### src/logic/rv_pkg.sv
//########################################
// RV32I opcodes, control select encodings
// and the instruction format views
// Formats are fixed at 32 bits
//########################################

package rv_pkg;

  // Major opcodes, bits 6:0
  localparam logic [6:0] OP_LUI    = 7'b0110111;
  localparam logic [6:0] OP_AUIPC  = 7'b0010111;
  localparam logic [6:0] OP_JAL    = 7'b1101111;
  localparam logic [6:0] OP_JALR   = 7'b1100111;
  localparam logic [6:0] OP_BRANCH = 7'b1100011;
  localparam logic [6:0] OP_LOAD   = 7'b0000011;
  localparam logic [6:0] OP_STORE  = 7'b0100011;
  localparam logic [6:0] OP_IMM    = 7'b0010011;
  localparam logic [6:0] OP_REG    = 7'b0110011;

  // ALU operation select
  typedef enum logic [3:0] {
    ALU_ADD    = 4'd0,
    ALU_SUB    = 4'd1,
    ALU_SLL    = 4'd2,
    ALU_SLT    = 4'd3,
    ALU_SLTU   = 4'd4,
    ALU_XOR    = 4'd5,
    ALU_SRL    = 4'd6,
    ALU_SRA    = 4'd7,
    ALU_OR     = 4'd8,
    ALU_AND    = 4'd9,
    ALU_PASS_B = 4'd10
  } alu_sel_e;

  // Write-back source
  typedef enum logic [1:0] {
    WB_ALU = 2'd0,
    WB_MEM = 2'd1,
    WB_PC4 = 2'd2
  } wb_sel_e;

  typedef struct packed {
    logic [6:0] funct7;
    logic [4:0] rs2;
    logic [4:0] rs1;
    logic [2:0] funct3;
    logic [4:0] rd;
    logic [6:0] opcode;
  } r_fmt_t;

  typedef struct packed {
    logic [11:0] imm_11_0;
    logic [4:0]  rs1;
    logic [2:0]  funct3;
    logic [4:0]  rd;
    logic [6:0]  opcode;
  } i_fmt_t;

  typedef struct packed {
    logic [6:0] imm_11_5;
    logic [4:0] rs2;
    logic [4:0] rs1;
    logic [2:0] funct3;
    logic [4:0] imm_4_0;
    logic [6:0] opcode;
  } s_fmt_t;

  // Branch offset bits are scattered across the word
  typedef struct packed {
    logic       imm_12;
    logic [5:0] imm_10_5;
    logic [4:0] rs2;
    logic [4:0] rs1;
    logic [2:0] funct3;
    logic [3:0] imm_4_1;
    logic       imm_11;
    logic [6:0] opcode;
  } b_fmt_t;

  typedef struct packed {
    logic [19:0] imm_31_12;
    logic [4:0]  rd;
    logic [6:0]  opcode;
  } u_fmt_t;

  typedef struct packed {
    logic       imm_20;
    logic [9:0] imm_10_1;
    logic       imm_11;
    logic [7:0] imm_19_12;
    logic [4:0] rd;
    logic [6:0] opcode;
  } j_fmt_t;

  // One instruction word, read through any format
  typedef union packed {
    r_fmt_t r;
    i_fmt_t i;
    s_fmt_t s;
    b_fmt_t b;
    u_fmt_t u;
    j_fmt_t j;
  } rv_insn_u;

endpackage

### src/logic/control.sv
//########################################
// Purely combinational control word
// Unknown opcodes give all selects zero
//########################################

`timescale 1ns/1ns

module control (
  input  logic [6:0]       opcode_i,
  input  logic [2:0]       funct3_i,
  input  logic [6:0]       funct7_i,
  output logic             pcsel_o,
  output logic             immsel_o,
  output logic             regwren_o,
  output logic             rs1sel_o,
  output logic             rs2sel_o,
  output logic             memren_o,
  output logic             memwren_o,
  output rv_pkg::wb_sel_e  wbsel_o,
  output rv_pkg::alu_sel_e alusel_o
);

  import rv_pkg::*;

  // ALU operation of the register and immediate arithmetic groups
  function automatic alu_sel_e arith_op(input logic [2:0] f3, input logic f7b5,
                                        input logic is_reg);
    alu_sel_e op;
    case (f3)
      3'd0:    op = (is_reg && f7b5) ? ALU_SUB : ALU_ADD;
      3'd1:    op = ALU_SLL;
      3'd2:    op = ALU_SLT;
      3'd3:    op = ALU_SLTU;
      3'd4:    op = ALU_XOR;
      3'd5:    op = f7b5 ? ALU_SRA : ALU_SRL;
      3'd6:    op = ALU_OR;
      default: op = ALU_AND;
    endcase
    return op;
  endfunction

  always_comb begin
    pcsel_o   = 1'b0;
    immsel_o  = 1'b0;
    regwren_o = 1'b0;
    rs1sel_o  = 1'b0;
    rs2sel_o  = 1'b0;
    memren_o  = 1'b0;
    memwren_o = 1'b0;
    wbsel_o   = WB_ALU;
    alusel_o  = ALU_ADD;
    case (opcode_i)
      OP_LUI: begin
        immsel_o  = 1'b1;
        regwren_o = 1'b1;
        rs2sel_o  = 1'b1;
        alusel_o  = ALU_PASS_B;
      end
      OP_AUIPC: begin
        immsel_o  = 1'b1;
        regwren_o = 1'b1;
        rs1sel_o  = 1'b1;
        rs2sel_o  = 1'b1;
      end
      OP_JAL: begin
        pcsel_o   = 1'b1;
        immsel_o  = 1'b1;
        regwren_o = 1'b1;
        rs1sel_o  = 1'b1;
        rs2sel_o  = 1'b1;
        wbsel_o   = WB_PC4;
      end
      OP_JALR: begin
        pcsel_o   = 1'b1;
        immsel_o  = 1'b1;
        regwren_o = 1'b1;
        rs2sel_o  = 1'b1;
        wbsel_o   = WB_PC4;
      end
      // Target is PC plus offset
      OP_BRANCH: begin
        pcsel_o  = 1'b1;
        immsel_o = 1'b1;
        rs1sel_o = 1'b1;
        rs2sel_o = 1'b1;
      end
      OP_LOAD: begin
        immsel_o  = 1'b1;
        regwren_o = 1'b1;
        rs2sel_o  = 1'b1;
        memren_o  = 1'b1;
        wbsel_o   = WB_MEM;
      end
      OP_STORE: begin
        immsel_o  = 1'b1;
        rs2sel_o  = 1'b1;
        memwren_o = 1'b1;
      end
      OP_IMM: begin
        immsel_o  = 1'b1;
        regwren_o = 1'b1;
        rs2sel_o  = 1'b1;
        alusel_o  = arith_op(funct3_i, funct7_i[5], 1'b0);
      end
      OP_REG: begin
        regwren_o = 1'b1;
        alusel_o  = arith_op(funct3_i, funct7_i[5], 1'b1);
      end
      default: begin
        // Unknown opcode keeps every select at zero
      end
    endcase
  end

endmodule

### config.mk
export PLATFORM = sky130hd
export DESIGN_NAME = control
export DESIGN_NICKNAME = d
export VERILOG_FILES = /design/src/logic/rv_pkg.sv /design/src/logic/control.sv
export SDC_FILE = /design/constraint.sdc
export NUM_CORES = 1
export LEC_CHECK = 0
export ABC_AREA = 1
export BUFFER_PORTS_ARGS = -buffer_cell sky130_fd_sc_hd__buf_4
export CAP_MARGIN = 20
export CORE_AREA = 2 2 39 41
export DETAILED_ROUTE_END_ITERATION = 7
export DIE_AREA = 0 0 41 43
export PLACE_DENSITY = 0.57
export SKIP_LAST_GASP = 1
export SLEW_MARGIN = 5
export SYNTH_ARGS = -nofsm -noshare
export SYNTH_HDL_FRONTEND = slang
export SYNTH_SLANG_ARGS = --single-unit
### constraint.sdc
create_clock -name vclk -period 0.8
set_input_delay 0.04 -clock vclk [all_inputs]
set_output_delay 0.04 -clock vclk [all_outputs]
set_load 0.01 [all_outputs]
# Word-level counts from Yosys, hierarchy flattened
# Cells that the tools add are included.
# word_totals
regBits	0
out_inout_bits	13
# classes
eq_ne	15
mux	12
n_reduce_logical	6
# op_table
cell	count
case mux 4 bit (7 select lines)	2
equality test 7 x 6 -> 1 bit (second input constant)	3
equality test 7 bit (second input constant)	3
equality test 7 x 5 -> 1 bit (second input constant)	2
case mux 4 bit (3 select lines)	1
equality test 3 bit (second input constant)	3
two-way mux 1 bit	8
OR reduction 8 bit	1
equality test 7 x 2 -> 1 bit (second input constant)	1
OR reduction 7 bit	1
equality test 3 x 2 -> 1 bit (second input constant)	2
OR reduction 3 bit	2
case mux 2 bit (2 select lines)	1
equality test 3 x 1 -> 1 bit (second input constant)	1
zero test 3 bit	1
OR reduction 2 bit	1

# Longest topological paths before layout
# logic_depth
depth_word	3
ltp_mapped	8
mapped_depth_nobuf	7

# Least setup slack after synthesis
# OpenSTA, ideal clock, no wires.
# synth_timing
path_type	input -> output
start	in opcode_i[2]
end	out rs2sel_o
t_arrival_ns	0.718
required_time_ns	0.760
path_slack_ns	0.042
path_stages	8
n_path_buf	1
cell_sequence	inv_2 > nand2_2 > nor2_4 > nand2_1 > nand2_1 > nor2_1 > nand2_1 > buf_4
# synth_via
elab_chain_len	3
elab_cells_between_ends	10
cone_classes	eq/ne: 8; mux: 1; reduce/logical: 1
# synth_rtl
item	line_no	source
start: declaration	control.sv:9	input logic [6:0] opcode_i,
equality test 7 x 5 -> 1 bit (tied with other cells)	n/a	
OR reduction 8 bit (no source line) *	n/a	
two-way mux 1 bit *	n/a	
end: declaration	control.sv:16	output logic rs2sel_o,
# Mark *: on every way between the ends. The rest lies on a longest branch, timed or not.

# Worst setup path in the final report
# layout_timing
start	in opcode_i[6]
end	out alusel_o[2]
# layout_via
elab_chain_len	2
elab_cells_between_ends	4
cone_classes	eq/ne: 3; mux: 1
# layout_rtl
item	line_no	source
equality test 7 x 6 -> 1 bit / equality test 7 x 5 -> 1 bit (equally long branches)	control.sv:52	case (opcode_i)
case mux 4 bit (3 select lines) *	control.sv:52	
end: declaration	control.sv:20	output rv_pkg::alu_sel_e alusel_o
# Marked as above.

==> impl_table.tex <==
\begin{tabular}{lr}
\hline
Metric & Value \\
\hline
\multicolumn{2}{l}{\textbf{Run status}} \\
Run status & finished with violations \\
Failing checks & negative setup slack \\
\multicolumn{2}{l}{\textbf{Route}} \\
Routed length per placed instance & 7.79 um \\
1st-pass router iterations & 1 \\
Post-route ant nets & 0 \\
Final Routed Wirelength & 865 um \\
Routed via count & 492 \\
Average via count per standard cell & 4.43 \\
Drt drc & 0 \\
Iteration-0 DRC count of the detailed router & 0 \\
\multicolumn{2}{l}{\textbf{GRT}} \\
Largest net degree at the start of global routing & 6 \\
Wire length of the first global-routing pass & 1450 um \\
Total track usage & 10.9\% \\
Remaining global-route overflow & 0 \\
Via count of the first global-routing pass & between 400 and 500 \\
Antenna violations before repair & 0 \\
\multicolumn{2}{l}{\textbf{Timing}} \\
Worst Hold Margin & 0.422 ns \\
Unrepaired setup endpoints after global routing & true \\
Worst Tran Pin Value & 0.202 ns \\
PnR worst setup slack & -0.00199 ns \\
Final-report hold violation count & 0 \\
Post-layout minimum cycle time & 0.802 ns \\
Max-slew violation count & 0 \\
Setup violations, final & 1 \\
Worst relative slew slack & 86.5\% \\
Share of the cycle needed by the critical path after routing & 100\% \\
Final total negative setup slack & -0.00199 ns \\
Max Fclk & 1.25 GHz \\
\multicolumn{2}{l}{\textbf{Synthesis}} \\
Synth area leaders & nand2\_1 (23\%), nor2\_1 (15\%), nand3\_1 (12\%) \\
Part of the Yosys area used for sequential elements & 0\% \\
Most common library cells after synthesis & nand2\_1 (18), nor2\_1 (12), inv\_1 (9) \\
Post-Syn Area per Cell & 4.54 um\^{}2 \\
Number of standard cells after synthesis & 65 \\
Synthesized area & around 300 um\^{}2 \\
Area leader, netlist & nand2\_1 \\
Area share of the largest cell type after synthesis & 22.9\% \\
Top-count cell post-synth & nand2\_1 \\
Number of warnings reported in the yosys synthesis log & 0 \\
Net Count, Synth & between 80 and 90 \\
Number of distinct standard cells referenced by the synthesized netlist & 14 \\
\multicolumn{2}{l}{\textbf{Cells and area}} \\
Number of inserted filler cells in the final layout & 140 \\
Layout cell share with drive strength beyond 1 & 58.9\% \\
Antenna Diode Count & 0 \\
Sequential cell area & 0 um\^{}2 \\
Clkbuf count & 0 \\
Post-route design area & 643 um\^{}2 \\
Flip-flop and latch count & 0 \\
Count of non-filler cells in the finished layout & 111 \\
Final Net Count & 114 \\
Area overhead of the layout relative to synthesis & 118\% \\
\multicolumn{2}{l}{\textbf{Power and ir drop}} \\
Leak & 0.000389 uW \\
Peak VDD IR & 0.182 mV \\
Power density relative to cell area & 331 nW/um\^{}2 \\
\multicolumn{2}{l}{\textbf{Critical path}} \\
WP buf/inv & 3 \\
Delay-heaviest family, CP & simple AND/OR/NAND/NOR gates \\
Slowest library cell on the worst path & nor2\_1 \\
Cell chain of the critical path & buf\_4 -> nor2\_1 -> nand2\_4 -> inv\_2 -> nand2\_1 -> nor2\_1 -> buf\_4 \\
Delay contributed by the slowest stage of the critical path & 0.19 ns \\
Critical Path Source & opcode\_i[6] \\
Startpoint type of the worst setup path & primary input \\
Start-to-end type of the worst setup path & in -> out \\
Arrival time reported for the critical path endpoint & 0.76 ns \\
Required time of the worst setup path & around 0.76 ns \\
CP endpoint kind & output pin \\
Max Fanout on Critical Path & 4 \\
\multicolumn{2}{l}{\textbf{Clocking}} \\
Hold buffer count at CTS & 0 \\
\multicolumn{2}{l}{\textbf{Run}} \\
Count of max-cap constraint violations & 0 \\
\multicolumn{2}{l}{\textbf{Floorplanning}} \\
Height of the chip & approximately 43 um \\
Die extent in x & $\sim$40 um \\
Starting utilization of the core area & 21.3\% \\
Core ar. & about 1400 um\^{}2 \\
Die footprint & 1760 um\^{}2 \\
Number of cell rows & 14 \\
Top-level I/O count & 30 \\
\multicolumn{2}{l}{\textbf{Min path}} \\
Startpoint of the lowest-slack hold path & funct3\_i[2] \\
Type of the most critical hold path & in -> out \\
\multicolumn{2}{l}{\textbf{Placement}} \\
Total of buffers placed on input and output ports & 24 \\
Final weighted congestion of routability-driven global placement & approximately 0.77 \\
Number of placed instances, taps included & 110 \\
Detailed placement HPWL & 766 um \\
Cell area reported after detailed placement & 533 um\^{}2 \\
\hline
\end{tabular}
[routing by layer]
metal	GRT usage (%)	vias up	part of all wire, %
li1	-	262	-
met1	11.4	217	36
met2	22.2	13	55
met3	1.05	0	8.4
met4	0	0	0
met5	0	-	0
[metrics by stage]
stage               power, uW  worst slack (ns)  utilization, %
finish                    213          -0.00199            46.5
global route              234           -0.0739            46.5
CTS                       189           -0.0346            41.6
detailed placement        165            -0.103            38.5
global placement          163           -0.0839            38.5
floorplan                78.2            0.0418               -
[layout make-up]
cell class                      instances  area, um^2  area share, %
Timing Repair Buffer                   31         259           40.3
Multi-Input combinational cell         52         309           48.1
Tap cell                               16        20.0           3.11
Inverter                               12        55.1           8.56
[cells by family (layout without fill, tap and decap cells)]
family                 Yosys count  in the layout  share of synthesized area, %
AND/OR/NAND/NOR                 48             48                          75.4
buffers and inverters           13             43                          17.8
AO/OA/AOI/OAI                    4              4                          6.78
[cell usage in the layout (no fill, tap or decap)]
master / Yosys / final
buf_4: 1 / 26
nand2_1: 18 / 14
nor2_1: 12 / 10
inv_1: 9 / 6
nand3_1: 7 / 4
nand2_4: 0 / 4
nand2_2: 4 / 4
inv_2: 3 / 3
nor2_2: 2 / 3
nand3_2: 0 / 3
buf_6: 0 / 3
nand3b_1: 2 / 2
inv_4: 0 / 2
nor2_4: 1 / 2
o21ai_2: 0 / 2
buf_8: 0 / 2
inv_6: 0 / 1
nor3_1: 1 / 1
a21oi_1: 2 / 1
nand4_1: 1 / 1
a21oi_2: 0 / 1
[power by group]
group | internal [uW] | total (uW) | switching, uW | leakage [uW]
clock network | 0 | 0 | 0 | 0
logic | 102 | 213 | 110 | 0.000389
registers | 0 | 0 | 0 | 0
[what timing repair did]
| action | 4_1_cts | 5_1_grt |
|---|---|---|
| endpoints found under the setup margin | 10 | 10 |
| pin swaps | 3 | 9 |
| resized for setup | 17 | 16 |
| buffers inserted | 0 | 1 |
[path summary, 6_finish.rpt]
kind	to	cells after the start	slack (ns)
worst max-delay path	alusel_o[2]	7	-0.002
worst min-delay path	alusel_o[2]	4	0.42
(Power assumes the default switching activity.)
