## config.mk

```make
export PLATFORM = sky130hd
export DESIGN_NAME = decode
export DESIGN_NICKNAME = d
export VERILOG_FILES = /design/src/logic/rv_pkg.sv /design/src/logic/decode.sv
export SDC_FILE = /design/constraint.sdc
export NUM_CORES = 1
export LEC_CHECK = 0
export ABC_AREA = 1
export BUFFER_PORTS_ARGS = -buffer_cell sky130_fd_sc_hd__buf_2
export CORE_MARGIN = 10
export CORE_UTILIZATION = 51
export CTS_CLUSTER_DIAMETER = 100
export DETAILED_ROUTE_END_ITERATION = 8
export PLACE_DENSITY = 0.83
export SYNTH_ARGS = -nofsm -noshare
export SYNTH_HDL_FRONTEND = slang
export SYNTH_SLANG_ARGS = --single-unit
```

## constraint.sdc

```tcl
create_clock -name clk -period 1.4 [get_ports clk]
set_input_delay 0 -clock clk [delete_from_list [all_inputs] [get_ports clk]]
set_output_delay 0 -clock clk [all_outputs]
set_load 0.02 [all_outputs]
```

## src/logic/rv_pkg.sv

```systemverilog
//########################################
// RV32I opcodes, control select encodings
// and the instruction format views
// Formats are fixed at 32 bits
//########################################

package rv_pkg;

  // Major opcodes, bits 6:0
  localparam logic [6:0] OP_LUI    = 7'b0110111;
  localparam logic [6:0] OP_AUIPC  = 7'b0010111;
  localparam logic [6:0] OP_JAL    = 7'b1101111;
  localparam logic [6:0] OP_JALR   = 7'b1100111;
  localparam logic [6:0] OP_BRANCH = 7'b1100011;
  localparam logic [6:0] OP_LOAD   = 7'b0000011;
  localparam logic [6:0] OP_STORE  = 7'b0100011;
  localparam logic [6:0] OP_IMM    = 7'b0010011;
  localparam logic [6:0] OP_REG    = 7'b0110011;

  // ALU operation select
  typedef enum logic [3:0] {
    ALU_ADD    = 4'd0,
    ALU_SUB    = 4'd1,
    ALU_SLL    = 4'd2,
    ALU_SLT    = 4'd3,
    ALU_SLTU   = 4'd4,
    ALU_XOR    = 4'd5,
    ALU_SRL    = 4'd6,
    ALU_SRA    = 4'd7,
    ALU_OR     = 4'd8,
    ALU_AND    = 4'd9,
    ALU_PASS_B = 4'd10
  } alu_sel_e;

  // Write-back source
  typedef enum logic [1:0] {
    WB_ALU = 2'd0,
    WB_MEM = 2'd1,
    WB_PC4 = 2'd2
  } wb_sel_e;

  typedef struct packed {
    logic [6:0] funct7;
    logic [4:0] rs2;
    logic [4:0] rs1;
    logic [2:0] funct3;
    logic [4:0] rd;
    logic [6:0] opcode;
  } r_fmt_t;

  typedef struct packed {
    logic [11:0] imm_11_0;
    logic [4:0]  rs1;
    logic [2:0]  funct3;
    logic [4:0]  rd;
    logic [6:0]  opcode;
  } i_fmt_t;

  typedef struct packed {
    logic [6:0] imm_11_5;
    logic [4:0] rs2;
    logic [4:0] rs1;
    logic [2:0] funct3;
    logic [4:0] imm_4_0;
    logic [6:0] opcode;
  } s_fmt_t;

  // Branch offset bits are scattered across the word
  typedef struct packed {
    logic       imm_12;
    logic [5:0] imm_10_5;
    logic [4:0] rs2;
    logic [4:0] rs1;
    logic [2:0] funct3;
    logic [3:0] imm_4_1;
    logic       imm_11;
    logic [6:0] opcode;
  } b_fmt_t;

  typedef struct packed {
    logic [19:0] imm_31_12;
    logic [4:0]  rd;
    logic [6:0]  opcode;
  } u_fmt_t;

  typedef struct packed {
    logic       imm_20;
    logic [9:0] imm_10_1;
    logic       imm_11;
    logic [7:0] imm_19_12;
    logic [4:0] rd;
    logic [6:0] opcode;
  } j_fmt_t;

  // One instruction word, read through any format
  typedef union packed {
    r_fmt_t r;
    i_fmt_t i;
    s_fmt_t s;
    b_fmt_t b;
    u_fmt_t u;
    j_fmt_t j;
  } rv_insn_u;

endpackage

```

## src/logic/decode.sv

```systemverilog
//########################################
// One register stage, loaded on valid_i
// Immediate is always sign-extended
// Unknown opcodes give a zero immediate
//########################################

`timescale 1ns/1ns

module decode #(
  parameter int AWIDTH = 32,
  parameter int DWIDTH = 32
) (
  input  logic              clk,
  input  logic              rst_n_i,
  input  logic              valid_i,
  input  logic [AWIDTH-1:0] pc_i,
  input  logic [DWIDTH-1:0] insn_i,
  output logic              valid_o,
  output logic [AWIDTH-1:0] pc_o,
  output logic [DWIDTH-1:0] insn_o,
  output logic [6:0]        opcode_o,
  output logic [4:0]        rd_o,
  output logic [4:0]        rs1_o,
  output logic [4:0]        rs2_o,
  output logic [2:0]        funct3_o,
  output logic [6:0]        funct7_o,
  output logic [DWIDTH-1:0] imm_o,
  output logic [4:0]        shamt_o
);

  import rv_pkg::*;

  rv_insn_u           in_view;
  rv_insn_u           q_view;
  logic signed [31:0] imm_c;

  logic               valid_q;
  logic [AWIDTH-1:0]  pc_q;
  logic [DWIDTH-1:0]  insn_q;
  logic [DWIDTH-1:0]  imm_q;

  assign in_view = insn_i[31:0];

  // Immediate format chosen by opcode
  always_comb begin
    imm_c = '0;
    case (in_view.r.opcode)
      OP_IMM, OP_LOAD, OP_JALR: begin
        imm_c = {{20{in_view.i.imm_11_0[11]}}, in_view.i.imm_11_0};
      end
      OP_STORE: begin
        imm_c = {{20{in_view.s.imm_11_5[6]}}, in_view.s.imm_11_5, in_view.s.imm_4_0};
      end
      OP_BRANCH: begin
        imm_c = {{19{in_view.b.imm_12}}, in_view.b.imm_12, in_view.b.imm_11,
                 in_view.b.imm_10_5, in_view.b.imm_4_1, 1'b0};
      end
      OP_LUI, OP_AUIPC: begin
        imm_c = {in_view.u.imm_31_12, 12'b0};
      end
      OP_JAL: begin
        imm_c = {{11{in_view.j.imm_20}}, in_view.j.imm_20, in_view.j.imm_19_12,
                 in_view.j.imm_11, in_view.j.imm_10_1, 1'b0};
      end
      // R-type has no immediate
      default: begin
        imm_c = '0;
      end
    endcase
  end

  // Decode-stage register, cleared so that opcode 0 reads as illegal
  always_ff @(posedge clk or negedge rst_n_i) begin
    if (!rst_n_i) begin
      valid_q <= 1'b0;
      pc_q    <= '0;
      insn_q  <= '0;
      imm_q   <= '0;
    end else begin
      valid_q <= valid_i;
      if (valid_i) begin
        pc_q   <= pc_i;
        insn_q <= insn_i;
        imm_q  <= DWIDTH'(imm_c);
      end
    end
  end

  // Register fields sit at fixed bit positions
  assign q_view   = insn_q[31:0];
  assign valid_o  = valid_q;
  assign pc_o     = pc_q;
  assign insn_o   = insn_q;
  assign opcode_o = q_view.r.opcode;
  assign rd_o     = q_view.r.rd;
  assign rs1_o    = q_view.r.rs1;
  assign rs2_o    = q_view.r.rs2;
  assign funct3_o = q_view.r.funct3;
  assign funct7_o = q_view.r.funct7;
  assign imm_o    = imm_q;
  // Bits 24:20
  assign shamt_o  = q_view.i.imm_11_0[4:0];

endmodule

```

=== Word level (Yosys, flattened, before mapping) ===
Index checks and enable logic that the tools add are counted.
W data, S select, Z words.

* Flip-flop bits (word level): 97
* Input bits: 67
* Output and inout port bits: 134
* Logic and storage cells: 15

* Equality and inequality tests: 8
* Muxes and demuxes: 1
* Reduce and logical (&&, ||, !) cells: 2

{| class="wikitable"
|+ Operator list
! cell !! number
|-
| $pmux W32 S5 || 1
|-
| $eq A7 B7 Y1 const B || 3
|-
| $eq A7 B5 Y1 const B || 2
|-
| $eq A7 B6 Y1 const B || 2
|-
| $eq A7 B2 Y1 const B || 1
|-
| $reduce_or A3 Y1 || 1
|-
| $reduce_or A2 Y1 || 1
|}

=== Longest topological paths before layout ===
* Word-level depth: 3
* Depth in mapped cells: 10
* Depth with buffers taken out: 9

=== Worst setup path before layout ===
Ideal clock, no wire load.

* Path kind: input to register
* Start point: input insn_i[4]
* End point: register imm_q[21], in the netlist imm_o[21]
* Library setup time: 0.066 ns
* Arrival time: 0.805 ns
* Data required time: 1.334 ns
* Setup slack: 0.530 ns
* Cell stages on the path: 10
* Buffers on the path: 1
* Cell sequence: inv_1 nand2_2 nor2_4 nand2_4 nand3_4 nand2_4 buf_6 nand2_2 nand2_1 nand2_1

* Cells in the longest elaborated chain, start to end: 3
* Elaborated cells on any way between the ends: 11
* Classes of those cells: 8 x eq/ne; 1 x mux; 2 x reduce/logical

{| class="wikitable"
|+ RTL lines
! item !! line !! source
|-
| start, declared || decode.sv:17 || <nowiki>input logic [DWIDTH-1:0] insn_i,</nowiki>
|-
| $eq A7 B5 Y1, or another cell as far along || decode.sv:47 || <nowiki>case (in_view.r.opcode)</nowiki>
|-
| $reduce_or A3 Y1 / $reduce_or A2 Y1 (equally long branches) || decode.sv:47 ||
|-
| $pmux W32 S5 * || decode.sv:47 ||
|-
| end signal, assigned || decode.sv:84 || <nowiki>imm_q <= DWIDTH'(imm_c);</nowiki>
|-
| end, declared || decode.sv:40 || <nowiki>logic [DWIDTH-1:0] imm_q;</nowiki>
|}

Every way passes the cells marked *; elsewhere a longest branch is shown, timed or not.
A chain may end at the register's enable or synchronous reset.

=== Worst setup path in the final report ===
* Start point: input insn_i[3]
* End point: register imm_q[5], in the netlist imm_o[5]

Same word-level chain as after synthesis.

==> flow_metrics.py <==
metrics = {
    "clock_network": {
        "path_clk_slew_ns": 0.10,
        "cts_buffer_depth": 2,
        "cts_tree": "done",
        "cts_sinks": 97,
        "clk_latency_ns": 0.35,
        "cts_root_buf": "clkbuf_8",
        "cts_made_buffers": 9,
        "cts_setup_buffers": 0,
        "htree_levels": 3,
    },
    "detailed_routing": {
        "drc": 0,
        "detail-route-antenna-nets": 0,
        "drt_iter0_drc": 244,
        "routedWlPerCell_um": 16.6,
        "vias": 4362,
        "drt_pre_antenna_iters": 5,
        "wirelength_um": 14800,
        "viasPerCell": 4.88,
    },
    "placed_design": {
        "gp_congestion": 0.849,
        "io_buffers": 200,
        "post-dp-hpwl_um": 9620,
    },
    "pwr": {
        "clkPwrFrac_pct": 29.6,
        "power_leakage_nw": 3.75,
        "power_w": 0.00641,
        "p_switching_w": 0.00204,
        "netSwitchingFraction_pct": 31.8,
        "internal_power_w": 0.00437,
        "ir_worst_vdd_mv": 0.664,
        "power_frac_comb_pct": 21.8,
        "pwr-share-seq_pct": 48.6,
        "cellPowerDensity_nw_per_um2": 1040,
    },
    "finish": {
        "final_common_cell": "nand2_1",
        "finish.net_count": 846,
        "multiInputGateArea_um2": 1580,
        "syn2layout_area_growth_pct": 38.3,
        "nFillCells": 646,
        "register_area_um2": 2430,
        "layout_common_cells": "nand2_1, buf_2, dfrtp_1",
        "utilization_pct": 71.6,
        "drive_gt1_share_pct": 31.9,
    },
    "worst_hold_path": {
        "hold_class": "input pin to asynchronous set/reset pin",
    },
    "setup_path": {
        "critPathLaunchType": "input pin",
        "crit_path_max_fanout": 6,
        "critPathKind": "input pin to flip-flop",
        "ff2ff_path_depth": 2,
        "crit_arrival_ns": 1.63,
        "worstReg2RegStart": "insn_o[2]$_DFFE_PN0P_",
        "reg2reg_to": "insn_o[2]$_DFFE_PN0P_",
        "startpoint": "insn_i[3]",
        "critPathCapture": "imm_o[5]$_DFFE_PN0P_",
        "required_ns": 1.71,
        "end_kind": "flip-flop",
        "r2r_setup_slack_ns": 0.67,
    },
    "sta": {
        "fmax_mhz": 756,
        "slew_headroom_pct": 70.7,
        "tns_ns": 0,
        "finalCritPeriodShare_pct": 94.5,
        "rsz0062_at_grt": "false",
        "worstMarginPinSlew_ns": 0.439,
        "hold_viol": 0,
        "clock-skew-final_ns": 0,
        "timing.final.crit_period_ns": 1.32,
        "setup_violations": 0,
        "finalMaxSlewViolations": 0,
    },
    "yosys": {
        "synth_top_area_share_pct": 54.3,
        "synth.distinct_cells": 19,
        "yosys.area.top_type": "dfrtp_1",
        "syn_area_per_cell_um2": 8.02,
        "yosysSeqAreaShare_pct": 54.3,
        "netlist_instances": 558,
        "synth.net_count": 625,
        "ys_warn_count": 0,
        "ys_ff_latch": 97,
        "netlist_area_um2": 4470,
        "synth_area_leaders": "dfrtp_1, nand2_1, buf_4, nand3_1, nand2_2",
    },
    "grt": {
        "grt.overflow.total": 0,
        "grt_max_degree": 102,
        "grt.total_usage_pct": 22.4,
        "antenna_found_initial": 2,
        "grt_pass1_vias": 4659,
        "grt_pass1_wl_um": 23600,
    },
    "floorplan": {
        "coreArea_um2": 8640,
        "row_count": 34,
        "initial_utilization_pct": 51.8,
        "die_w_um": 114,
        "io_pins": 201,
        "dieArea_um2": 12900,
        "die_h_um": 114,
    },
    "flow_run": {
        "cap_violations": 0,
    },
    "status": {
        "status": "finished clean",
    },
}
-- power groups by stage --
stage	registers, W	logic (W)	clock network, W
floorplan	0.00339	0.000550	0
global placement	0.00315	0.00123	0
detailed placement	0.00316	0.00124	0
CTS	0.00311	0.00138	0.00192
global route	0.00314	0.00151	0.00202
finish	0.00312	0.00140	0.00189
-- stage by stage --
| stage | std cells | instance area [µm²] | setup slack (ns) | hold slack [ns] |
|---|---|---|---|---|
| 6_report | 894 | 6190 | 0.0766 | 0.0721 |
| 3_3_place_gp | 811 | 5310 | 0.153 | -0.0730 |
| 4_1_cts | 892 | 6160 | 0.0275 | 0.0688 |
| 2_1_floorplan | 558 | 4470 | 0.530 | -0.296 |
| 3_5_place_dp | 811 | 5310 | 0.121 | -0.0700 |
| 5_1_grt | 894 | 6190 | 0.0180 | 0.0961 |
-- repair_timing --
item / CTS / global route
hold buffers: 65 / 0
hold endpoints to repair: 178 / 0
endpoints found under the setup margin: 0 / 17
gates resized for setup: 0 / 3
-- cell usage after synthesis, drive strengths merged --
cell / n
buf: 53
nand2: 333
nand4: 1
nand3: 30
inv: 20
nor2: 9
clkbuf: 9
dfrtp: 97
o21ai: 6
-- kinds of logic after synthesis --
| family | after synthesis | synth area share (%) |
|---|---|---|
| and+or+nand+nor | 373 | 34.4 |
| DFF | 97 | 54.3 |
| buffers and inverters | 82 | 10.7 |
| AOI/OAI and AO/OA | 6 | 0.671 |
-- critical path, stage by stage --
cell and delay, ns:
dlygate4sd3_1 0.54, buf_2 0.15, nand2_1 0.06, nor2_1 0.22, nand2_1 0.16, nand4_1 0.26
nand3_1 0.14, nand2_1 0.09
-- sequential cells by signal, summed over array words and instances, names as in the netlist --
signal	flops
insn_o	32
valid_o	1
pc_o	32
imm_o	32
-- cell type report --
class,count,share of cell area [%]
Clock inverter,6,1.05
Clock buffer,10,2.22
Antenna cell,2,0.0809
Timing Repair Buffer,272,28.4
Inverter,20,1.21
Tap cell,108,2.18
Sequential cell,97,39.2
Multi-Input combinational cell,379,25.6
-- layer usage --
layer  vias to the layer above  global-route usage (%)  wire (µm)
met1                      1987                    25.5       5720
li1                       2089                       -          -
met2                       247                    35.3       6920
met3                        39                    10.4       1750
met5                         -                       0          0
met4                         0                    10.1        423
-- worst min-delay path by stage --
stage / end / start / depth (start not counted) / slack [ns]
6_report: insn_o[25]$_DFFE_PN0P_ / rst_n_i / 2 / 0.07
3_5_place_dp: insn_o[25]$_DFFE_PN0P_ / rst_n_i / 1 / -0.07
4_1_cts: insn_o[25]$_DFFE_PN0P_ / rst_n_i / 2 / 0.07
2_1_floorplan: imm_o[0]$_DFFE_PN0P_ / rst_n_i / 0 / -0.30
5_1_grt: insn_o[25]$_DFFE_PN0P_ / rst_n_i / 2 / 0.1
3_3_place_gp: insn_o[25]$_DFFE_PN0P_ / rst_n_i / 1 / -0.07
(Power assumes the default switching activity.)
