**src/logic/fetch.sv**
```systemverilog
//########################################
// PC starts at BASE_ADDR, steps by 4
// No redirect; run_i low is the only stall
//########################################

`timescale 1ns/1ns

module fetch #(
  parameter int                AWIDTH    = 32,
  parameter int                DWIDTH    = 32,
  parameter logic [AWIDTH-1:0] BASE_ADDR = 32'h0100_0000
) (
  input  logic              clk,
  input  logic              rst_n_i,
  input  logic              run_i,
  input  logic [DWIDTH-1:0] insn_i,
  output logic [AWIDTH-1:0] pc_o,
  output logic              f_valid_o,
  output logic [AWIDTH-1:0] f_pc_o,
  output logic [DWIDTH-1:0] f_insn_o
);

  logic [AWIDTH-1:0] pc_q;
  logic              valid_q;
  logic [AWIDTH-1:0] pc_read_q;

  // Program counter and the valid flag of the read in flight
  always_ff @(posedge clk or negedge rst_n_i) begin
    if (!rst_n_i) begin
      pc_q    <= BASE_ADDR;
      valid_q <= 1'b0;
    end else begin
      valid_q <= run_i;
      if (run_i) begin
        pc_q <= pc_q + AWIDTH'(4);
      end
    end
  end

  // PC of the word now on the memory output
  always_ff @(posedge clk) begin
    if (run_i) begin
      pc_read_q <= pc_q;
    end
  end

  assign pc_o      = pc_q;
  assign f_valid_o = valid_q;
  assign f_pc_o    = pc_read_q;
  assign f_insn_o  = insn_i;

endmodule

```
**config.mk**
```make
export PLATFORM = sky130hd
export DESIGN_NAME = fetch
export DESIGN_NICKNAME = d
export VERILOG_FILES = /design/src/logic/fetch.sv
export SDC_FILE = /design/constraint.sdc
export NUM_CORES = 1
export LEC_CHECK = 0
export BUFFER_PORTS_ARGS = -buffer_cell sky130_fd_sc_hd__buf_2
export CORE_UTILIZATION = 30
export CTS_BUF_LIST = sky130_fd_sc_hd__clkbuf_16
export CTS_CLUSTER_SIZE = 8
export DETAILED_ROUTE_END_ITERATION = 10
export PLACE_DENSITY_LB_ADDON = 0.12
export SYNTH_ARGS = -nofsm -noshare
export SYNTH_HDL_FRONTEND = slang
export SYNTH_SLANG_ARGS = --single-unit
```
**constraint.sdc**
```tcl
create_clock -name clk -period 1.65 [get_ports clk]
set_clock_uncertainty 0.05 [all_clocks]
set_input_delay 0.165 -clock clk [delete_from_list [all_inputs] [get_ports clk]]
set_output_delay 0.165 -clock clk [all_outputs]
set_load 0.02 [all_outputs]
```
## After elaboration in Yosys (flattened, before gate mapping)

Cells that the tools add are included.
W data, S select, Z words.

- Add/sub/neg operators: 1
- $mul: 0
- Divide/modulo/power cells: 0
- $lt $le $gt $ge: 0
- Equal/unequal tests: 0
- Shift-type cells: 0
- Muxes and demuxes: 0
- Bitwise logic cells: 0
- Reduce and logical (&&, ||, !) cells: 0

Operator list:

| cell | number |
|---|---|
| $add A32 B3 Y32 const B | 1 |

- Register bits after elaboration: 65
- Latch bits: 0
- Memory bits (writable): 0
- ROM bits: 0
- Input bits: 35
- Output and inout port bits: 97
- Logic and storage cells: 4
- Memories: 0

## Logic depth before layout (Yosys ltp)

Gate-level depths: netlist of the first run.

- Depth in word-level cells: 1
- Gate-level depth with buffers: 6
- Depth with buffers taken out: 5

## Worst setup path after synthesis of the first run

Ideal clock, no wire load.

- Path type: reg2reg
- Start: register pc_q[2], in the netlist pc_o[2]
- End: register pc_q[22], in the netlist pc_o[22]
- Setup time: 130 ps
- Arrival: 1568 ps
- Required time: 1470 ps
- Path slack: -98 ps
- Stages on the path, launching flop included: 6
- Buffers on the path: 0
- Clock period less this slack: 1748 ps
- Cell sequence: dfrtp_1 -> ha_1 -> nand4_1 -> nor3_4 -> nand4_1 -> xnor2_1

- Word-level cells in the longest chain between the ends: 1

RTL lines:

| item | line | RTL |
|---|---|---|
| from (decl) | 23 | `logic [AWIDTH-1:0] pc_q;` |
| from (signal assigned) | 35 | `pc_q <= pc_q + AWIDTH'(4);` |
| $add A32 B3 Y32 | 35 |  |

Every way passes these cells.
A chain may end at the register's enable or synchronous reset.

## Worst setup path after layout of the first run

- Start: register pc_q[2], in the netlist pc_o[2]
- End: register pc_q[25], in the netlist pc_o[25]

Same word-level chain as after synthesis.

==> flow_summary.toml, run 1 <==
[final_layout]
multi_input_area_sq_um = 628
syn2layout_area_growth_pct = 27.1
nFillCells = 814
regArea_sq_um = 1680
drive_above_1_share_pct = 43.3
nets = 278
antenna_cells = 0

[logic_synthesis]
synth-seq-cells = 61
ys_top_cells_by_area = "edfxtp_1, dfrtp_1, buf_4, xnor2_1, nand4_1"
async_flop_share_pct = 50.8
yosys_warnings = 0
syn_area_per_cell_sq_um = 14.1
synth_top_area_share_pct = 35.0
yosysUniqueCellTypes = 25
synth_top_cell_by_area = "edfxtp_1"
synth-edff-count = 30
ys_seq_area_share_pct = 65.1
synthFlopType = "edfxtp_1"
syn_inst = 183
synth_area_sq_um = 2580

[worst_setup_path]
rrSetupSlack_ns = 0.07
arrival_ns = 1.73
critical_path_required_ns = 1.80
endpoint_kind = "flop"
cp_max_fo = 5
critPathKind = "reg2reg"
worstSetupStartpointType = "flop"

[sta]
post-route-period-util_pct = 96.0
post-route-min-period_ns = 1.58
setup_viol = 0
max_freq_mhz = 631
slew_violations = 0
hold_viol_final = 0
holdWs_ns = 0.132
slew_headroom_pct = 65.8
tightest_slew_ns = 0.513

[route]
via_per_inst = 4.38
drt-pass1-iter-count = 4
detail-route-antenna-nets = 0
wl_per_cell_um = 15.1
drt-total-wl_um = 5310
drt_iter0_drc = 55
drc_errors = 0
vias = 1541

[grt]
grtUsageMet3_pct = 3.86
first_global_vias = 1486
grt_busiest_layer = "met2"
grt_pass1_wl_um = 7960
grt-ovfl-total = 0
grt_util_all_layers_pct = 12.3
use_met2_pct = 18.0
grt_max_degree = 34
use_met1_pct = 15.5
antenna_found_initial = 0

[clock_tree]
clock_path_buffers = 2
cts_resized = 0
h-tree-depth = 3
cts.sinks = 61
cts_tree = "yes"
clock_latency_ns = 0.32
clkTransAtPathRegs_ns = 0.05
cts_inserted_buffers = 9
cts_root_buf = "clkbuf_16"

[power_and_ir_drop]
vdd_drop_max_uv = 512
p_int_uw = 3490
p_seq_share_pct = 41.2
finalPower_uw = 4640
pwr-share-comb_pct = 14.3
p_leak_uw = 0.00153
p_sw_share_pct = 24.8
powerDensity_nw_per_um2 = 1420
p_clk_share_pct = 44.5
power.switching_uw = 1150

[floorplanning]
ios = 132
core_sq_um = 8260
die_area_sq_um = 8960
rows = 33
start_util_pct = 31.2
die_y_um = 94.7
die_w_um = 94.7

[min_path]
hp-class = "in2reg"

[placed_design]
hpwlAfterDp_um = 3790
numPortBuffers = 63
place.gp.congestion = 0.691

[flow_run]
drv_cap = 0

[run_status]
status = "completed"
==> power groups by stage <==
stage                     sequential [uW]  combinational [uW]  clock, uW
after floorplan                      2150                 278          0
after global placement               1940                 644          0
after detailed placement             1950                 650          0
after CTS                            1920                 654       2110
after global routing                 1930                 726       2180
final                                1910                 662       2070
==> synthesized netlist by cell type (3+ instances only) <==
| cell | n |
|---|---|
| and3_1 | 6 |
| buf_4 | 36 |
| dfrtp_1 | 30 |
| edfxtp_1 | 30 |
| inv_1 | 3 |
| nand2_1 | 10 |
| nand3_1 | 5 |
| nand4_1 | 12 |
| nor2_1 | 4 |
| xnor2_1 | 25 |
| xor2_1 | 4 |
==> critical path, stage by stage (launching register included) <==
cell and delay, ns:
dfrtp_2 0.41, buf_4 0.13, nand4_4 0.12, nor4_4 0.29, buf_4 0.19, nand4b_1 0.12
xnor2_1 0.15
==> cell families after synthesis <==
family                     count (synthesis)  share of synthesized area [%]
DFF                                       61                           65.1
and+or+nand+nor                           48                           12.5
buffers and inverters                     42                           11.4
xor gates and xnor gates                  29                           9.86
muxes                                      1                          0.437
adders and majority gates                  1                          0.486
other                                      1                          0.146
==> placed cells by master (no fill, tap or decap) <==
cell | synthesis | routed
dlygate4sd3_1 | 0 | 1
xor2_1 | 4 | 4
clkinv_1 | 0 | 1
dfrtp_1 | 30 | 26
nor3_1 | 1 | 1
and3_1 | 6 | 6
edfxtp_1 | 30 | 30
nor4_4 | 1 | 1
mux2_2 | 1 | 1
nor3_4 | 1 | 1
bufinv_16 | 0 | 3
inv_1 | 3 | 5
nand4_1 | 12 | 12
clkbuf_16 | 0 | 9
dfrtp_2 | 0 | 4
nand4_4 | 2 | 2
nand3_1 | 5 | 5
dfstp_2 | 1 | 1
clkinv_2 | 0 | 1
conb_1 | 1 | 4
nand2_1 | 10 | 10
buf_4 | 36 | 19
nor4_1 | 1 | 1
buf_12 | 0 | 1
and2_1 | 1 | 1
ha_4 | 0 | 1
buf_2 | 1 | 63
xnor2_1 | 25 | 25
nor2_1 | 4 | 4
and4_1 | 2 | 2
nand4b_1 | 2 | 2
==> path summary, 6_finish.rpt <==
| kind | from | end | cells past startpoint |
|---|---|---|---|
| worst max-delay path | pc_o[2] | pc_o[25] | 6 |
| worst min register to register | pc_o[22] | pc_o[22] | 1 |
| min in group asynchronous | rst_n_i | pc_o[2] | 2 |
| max in group asynchronous | rst_n_i | pc_o[24] | 3 |
| worst min-delay path | run_i | pc_o[4] | 3 |
| worst max register to register | pc_o[2] | pc_o[25] | 6 |
==> layer usage <==
layer  share of wire [%]  vias up
met5                   0        -
met4                 3.6        0
met3                 6.2       36
met2                  47       58
met1                  43      726
li1                    -      721
==> repair_timing <==
item	in CTS	in global routing
setup endpoints to repair	0	6
hold buffers	1	0
hold endpoints to repair	19	0
setup buffers	0	1
==> sequential cells by signal (all words and copies together), names as in the netlist <==
signal and count:
f_valid_o 1, pc_o 30, f_pc_o 30
==> per-stage QoR <==
stage	setup TNS [ns]	instance area, sq um	cells	setup WS (ns)	util, %
6_report	0	3270	352	0.0654	39.6
5_1_grt	-0.00170	3270	352	-0.00170	39.6
4_1_cts	0	3270	351	0.0423	39.5
3_5_place_dp	0	2920	334	0.0621	35.4
3_3_place_gp	0	2920	334	0.0815	35.4
2_1_floorplan	-0.277	2610	186	-0.0457	-
==> area by class of cell <==
class | instances | share of cell area (%)
sequential | 61 | 51.4
multi-input combinational | 83 | 19.2
timing repair buffer | 84 | 14.9
clock buffer | 9 | 6.88
tap | 105 | 4.01
clock inverter | 7 | 3.25
inverter | 3 | 0.344
No activity file was read; power rests on OpenSTA's default activity.
==> run 2, diff against run 1 <==
- CTS_BUF_LIST: sky130_fd_sc_hd__clkbuf_16 -> sky130_fd_sc_hd__clkbuf_8
==> run 2 against run 1 <==
Net effect:
- die area is the same
- sequential power about the same
- cell area is 3.1% lower
- worst hold slack lost 0.016 ns
- count of clock-buffer cells in the layout did not move
- final cell count did not move
- maximum frequency grew 3.0%
- wire length grew 1.0%
- flip-flop and latch count is the same
- sequential share of layout area grew 1.6 points
- critical endpoint is now pc_o[28]
==> flow_summary.toml, run 2 (synthesis gave the netlist of run 1 again) <==
[run_status]
status = "completed"

[grt]
grt_util_all_layers_pct = 12.5
grt_max_degree = 34
first_global_vias = 1489
antenna_found_initial = 0
grt_pass1_wl_um = 8030
grt-ovfl-total = 0

[placed_design]
numPortBuffers = 63
place.gp.congestion = 0.691
hpwlAfterDp_um = 3790
place_area_sq_um = 2920

[clock_tree]
clkTransAtPathRegs_ns = 0.07
cts_inserted_buffers = 9
cts_resized = 0
clock_latency_ns = 0.34
cts.sinks = 61
clock_path_buffers = 2
cts_tree = "yes"
cts_root_buf = "clkbuf_8"
h-tree-depth = 3

[worst_setup_path]
arrival_ns = 1.71
critPathMaxStageDelay_ns = 0.44
cp_max_fo = 5
worstSetupStartpointType = "flop"
worstPathCellList = "ha_4, nand4_1, nor3_4, buf_4, nand4b_1, xnor2_1"
critPathSlowestCell = "dfrtp_2"
endpoint_kind = "flop"
critical_path_required_ns = 1.82
critPathKind = "reg2reg"

[final_layout]
design_area_sq_um = 3170
layout_common_cells = "buf_2, edfxtp_1, dfrtp_1"
drive_above_1_share_pct = 43.3
nets = 278
syn2layout_area_growth_pct = 23.1
final_common_cell = "buf_2"
antenna_cells = 0
multi_input_area_sq_um = 628
nFillCells = 834
regArea_sq_um = 1680

[floorplanning]
die_w_um = 94.7
die_y_um = 94.7
start_util_pct = 31.2
core_sq_um = 8260
ios = 132
rows = 33
die_area_sq_um = 8960

[power_and_ir_drop]
vdd_drop_max_uv = 420
powerDensity_nw_per_um2 = 1300
p_leak_uw = 0.00148

[sta]
setup_viol = 0
holdWs_ns = 0.115
max_freq_mhz = 650
post-route-min-period_ns = 1.54
hold_viol_final = 0
slew_violations = 0
slew_headroom_pct = 66.2
tightest_slew_ns = 0.507
grt_setup_unrepaired = "yes"
tns_ns = 0
post-route-period-util_pct = 93.2

[route]
via_per_inst = 4.39
vias = 1545
drt-total-wl_um = 5360
drc_errors = 0
drt_iter0_drc = 60
detail-route-antenna-nets = 0
wl_per_cell_um = 15.2
drt-pass1-iter-count = 4

[min_path]
hp-class = "in2reg"

[flow_run]
drv_cap = 0
## run 2: cell counts in the layout (fill, tap and decap cells not counted)
Identical to the previous run, type by type.
## run 2: timing repair
| item | CTS | global route |
|---|---|---|
| buffers inserted | 0 | 1 |
| endpoints found under the setup margin | 0 | 7 |
| hold endpoints to repair | 19 | 0 |
| hold buffers | 1 | 0 |
## run 2: stage by stage
step                worst slack (ns)  cells  power (uW)  util, %
detailed placement            0.0621    334        2600     35.4
CTS                           0.0346    351        4170     38.3
finish                         0.112    352        4130     38.4
global route                -0.00646    352        4310     38.4
floorplan                    -0.0457    186        2430        -
global placement              0.0815    334        2590     35.4
## run 2: layer usage
| layer | wire length [um] | up-vias | track usage, % | part of all wire, % |
|---|---|---|---|---|
| met2 | 2480 | 55 | 18.0 | 46 |
| met3 | 332 | 41 | 3.62 | 6.2 |
| met5 | 0 | - | 0 | 0 |
| met4 | 249 | 0 | 9.97 | 4.6 |
| met1 | 2300 | 731 | 15.6 | 43 |
| li1 | - | 718 | - | - |
## run 2: critical path: cells and delay by family (launching register included)
family	cells	cell delay, ns
buffers and inverters	1	0.17
adder cells (fa/ha/maj)	1	0.15
flip-flops	1	0.44
XOR/XNOR	1	0.15
AND/OR/NAND/NOR	3	0.46
## run 2: layout make-up
type                       instances  area share, %
clock buffer                       9           3.91
clock inverter                     7           3.35
inverter                           3          0.355
multi-input combinational         83           19.8
sequential                        61           53.1
tap                              105           4.14
timing repair buffer              84           15.4
## run 2: final timing paths
check,start,end,slack (ns),cells after the start
min in group asynchronous,rst_n_i,pc_o[2],0.27,2
min,run_i,pc_o[4],0.12,3
max,pc_o[3],pc_o[28],0.11,6
max reg2reg,pc_o[3],pc_o[28],0.11,6
max in group asynchronous,rst_n_i,pc_o[24],0.71,3
min reg2reg,pc_o[22],pc_o[22],0.46,1
## run 2: power breakdown
part           internal (uW)  switching (uW)  total [uW]
Sequential              1770             138        1910
Clock                    985             572        1560
Combinational            261             402         662
==> run 3, diff against run 2 <==
==> constraint.sdc (replaced) <==
create_clock -name clk -period 1.65 [get_ports clk]
set_clock_uncertainty 0.05 [all_clocks]
set_input_delay 0 -clock clk [delete_from_list [all_inputs] [get_ports clk]]
set_output_delay 0 -clock clk [all_outputs]
set_load 0.02 [all_outputs]
==> run 3 against run 2 <==
Net effect:
- first-iteration DRC count grew 52%
- via count grew 7.2%
- register-to-register slack is essentially flat
- non-clock buffer count grew 33
- critical path type unchanged
- highest routed layer unchanged
==> flow_summary.toml, run 3 (synthesis gave the netlist of run 1 again) <==
[sta]
tns_ns = 0
grt_setup_unrepaired = "no"
slew_headroom_pct = 50.8
timing.final.ws_setup_ns = 0.119
max_freq_mhz = 653
slew_violations = 0
setup_viol = 0
hold_viol_final = 0
tightest_slew_ns = 0.738
post-route-min-period_ns = 1.53
post-route-period-util_pct = 92.8

[final_layout]
design_area_sq_um = 3510
syn2layout_area_growth_pct = 36.1
nets = 311
antenna_cells = 0
nFillCells = 776
final_common_cell = "buf_2"
drive_above_1_share_pct = 38.6
layout_common_cells = "buf_2, dlygate4sd3_1, edfxtp_1"
postLayoutCoreUtil_pct = 42.5

[floorplanning]
start_util_pct = 31.2
die_w_um = 94.7
die_area_sq_um = 8960
core_sq_um = 8260
die_y_um = 94.7
rows = 33
ios = 132

[placed_design]
pre_cts_slack_ns = 0.0422
numPortBuffers = 63
place_area_sq_um = 2910
hpwlAfterDp_um = 3670
place.gp.congestion = 0.694

[route]
drc_errors = 0
detail-route-antenna-nets = 0
drt-pass1-iter-count = 4
drt-total-wl_um = 5380
wl_per_cell_um = 14.0
via_per_inst = 4.30
vias = 1657
drt_iter0_drc = 91

[run_status]
status = "completed"

[clock_tree]
clkTransAtPathRegs_ns = 0.07
cts_tree = "yes"
cts_inserted_buffers = 9
cts_root_buf = "clkbuf_8"
clock_path_buffers = 2
clock_latency_ns = 0.33
h-tree-depth = 3
cts.sinks = 61

[worst_setup_path]
worstSetupStartpointType = "flop"
endpoint_kind = "flop"
critical_path_required_ns = 1.81
cp_max_fo = 5
arrival_ns = 1.69
critPathKind = "reg2reg"

[power_and_ir_drop]
vdd_drop_max_uv = 493
powerDensity_nw_per_um2 = 1220
finalPower_uw = 4270
p_leak_uw = 0.00162

[grt]
antenna_found_initial = 0
grt-ovfl-total = 0
first_global_vias = 1527
grt_max_degree = 34
grt_pass1_wl_um = 8010
grt_util_all_layers_pct = 12.5

[flow_run]
drv_cap = 0

[min_path]
hp-class = "in2async"
## run 3: cell types whose count changed in the layout (fill, tap and decap cells not counted), sizes merged
cell	change
dlygate4sd3	+33
## run 3: worst paths after layout
kind	depth (start not counted)	to	slack, ns	startpoint
max	6	pc_o[28]	0.12	pc_o[3]
min	2	pc_o[2]	0.21	rst_n_i
max reg2reg	6	pc_o[28]	0.12	pc_o[3]
min reg2reg	1	pc_o[31]	0.45	pc_o[31]
max in group asynchronous	2	pc_o[12]	0.81	rst_n_i
min in group clk	1	pc_o[31]	0.45	pc_o[31]
## run 3: per-stage QoR
| stage | hold WS [ns] | cells |
|---|---|---|
| finish | 0.215 | 385 |
| global route | 0.298 | 385 |
| CTS | 0.234 | 382 |
| detailed placement | -0.0498 | 332 |
| global placement | -0.0498 | 332 |
| floorplan | -0.346 | 186 |
## run 3: cell type report
type                            instances  area (sq um)  area share [%]
Inverter                                3          11.3           0.321
Sequential cell                        61          1680            48.0
Tap cell                              105           131            3.75
Clock buffer                            9           124            3.53
Timing Repair Buffer                  117           822            23.4
Multi-Input combinational cell         83           628            17.9
Clock inverter                          7           106            3.03
## run 3: what timing repair did
item / in CTS / in global routing
setup buffers: 0 / 3
hold buffers: 34 / 0
setup endpoints to repair: 0 / 8
resized for setup: 0 / 2
hold endpoints to repair: 63 / 0
## run 3: power by group
part	switching [uW]	internal [uW]
sequential	122	1770
clock	558	985
combinational	486	341
## run 3: worst max-delay path, cell delays in order (launching register included)
cell and delay, ns:
dfrtp_2 0.42, ha_4 0.15, nand4_1 0.17, nor3_4 0.20, buf_4 0.17, nand4b_1 0.11
xnor2_1 0.15
## run 3: per-layer routing
layer | global-route usage (%) | wire length (um) | part of all wire [%]
met1 | 15.8 | 2410 | 45
met2 | 19.5 | 2560 | 48
met3 | 2.50 | 324 | 6.0
met4 | 7.95 | 85 | 1.6
met5 | 0 | 0 | 0
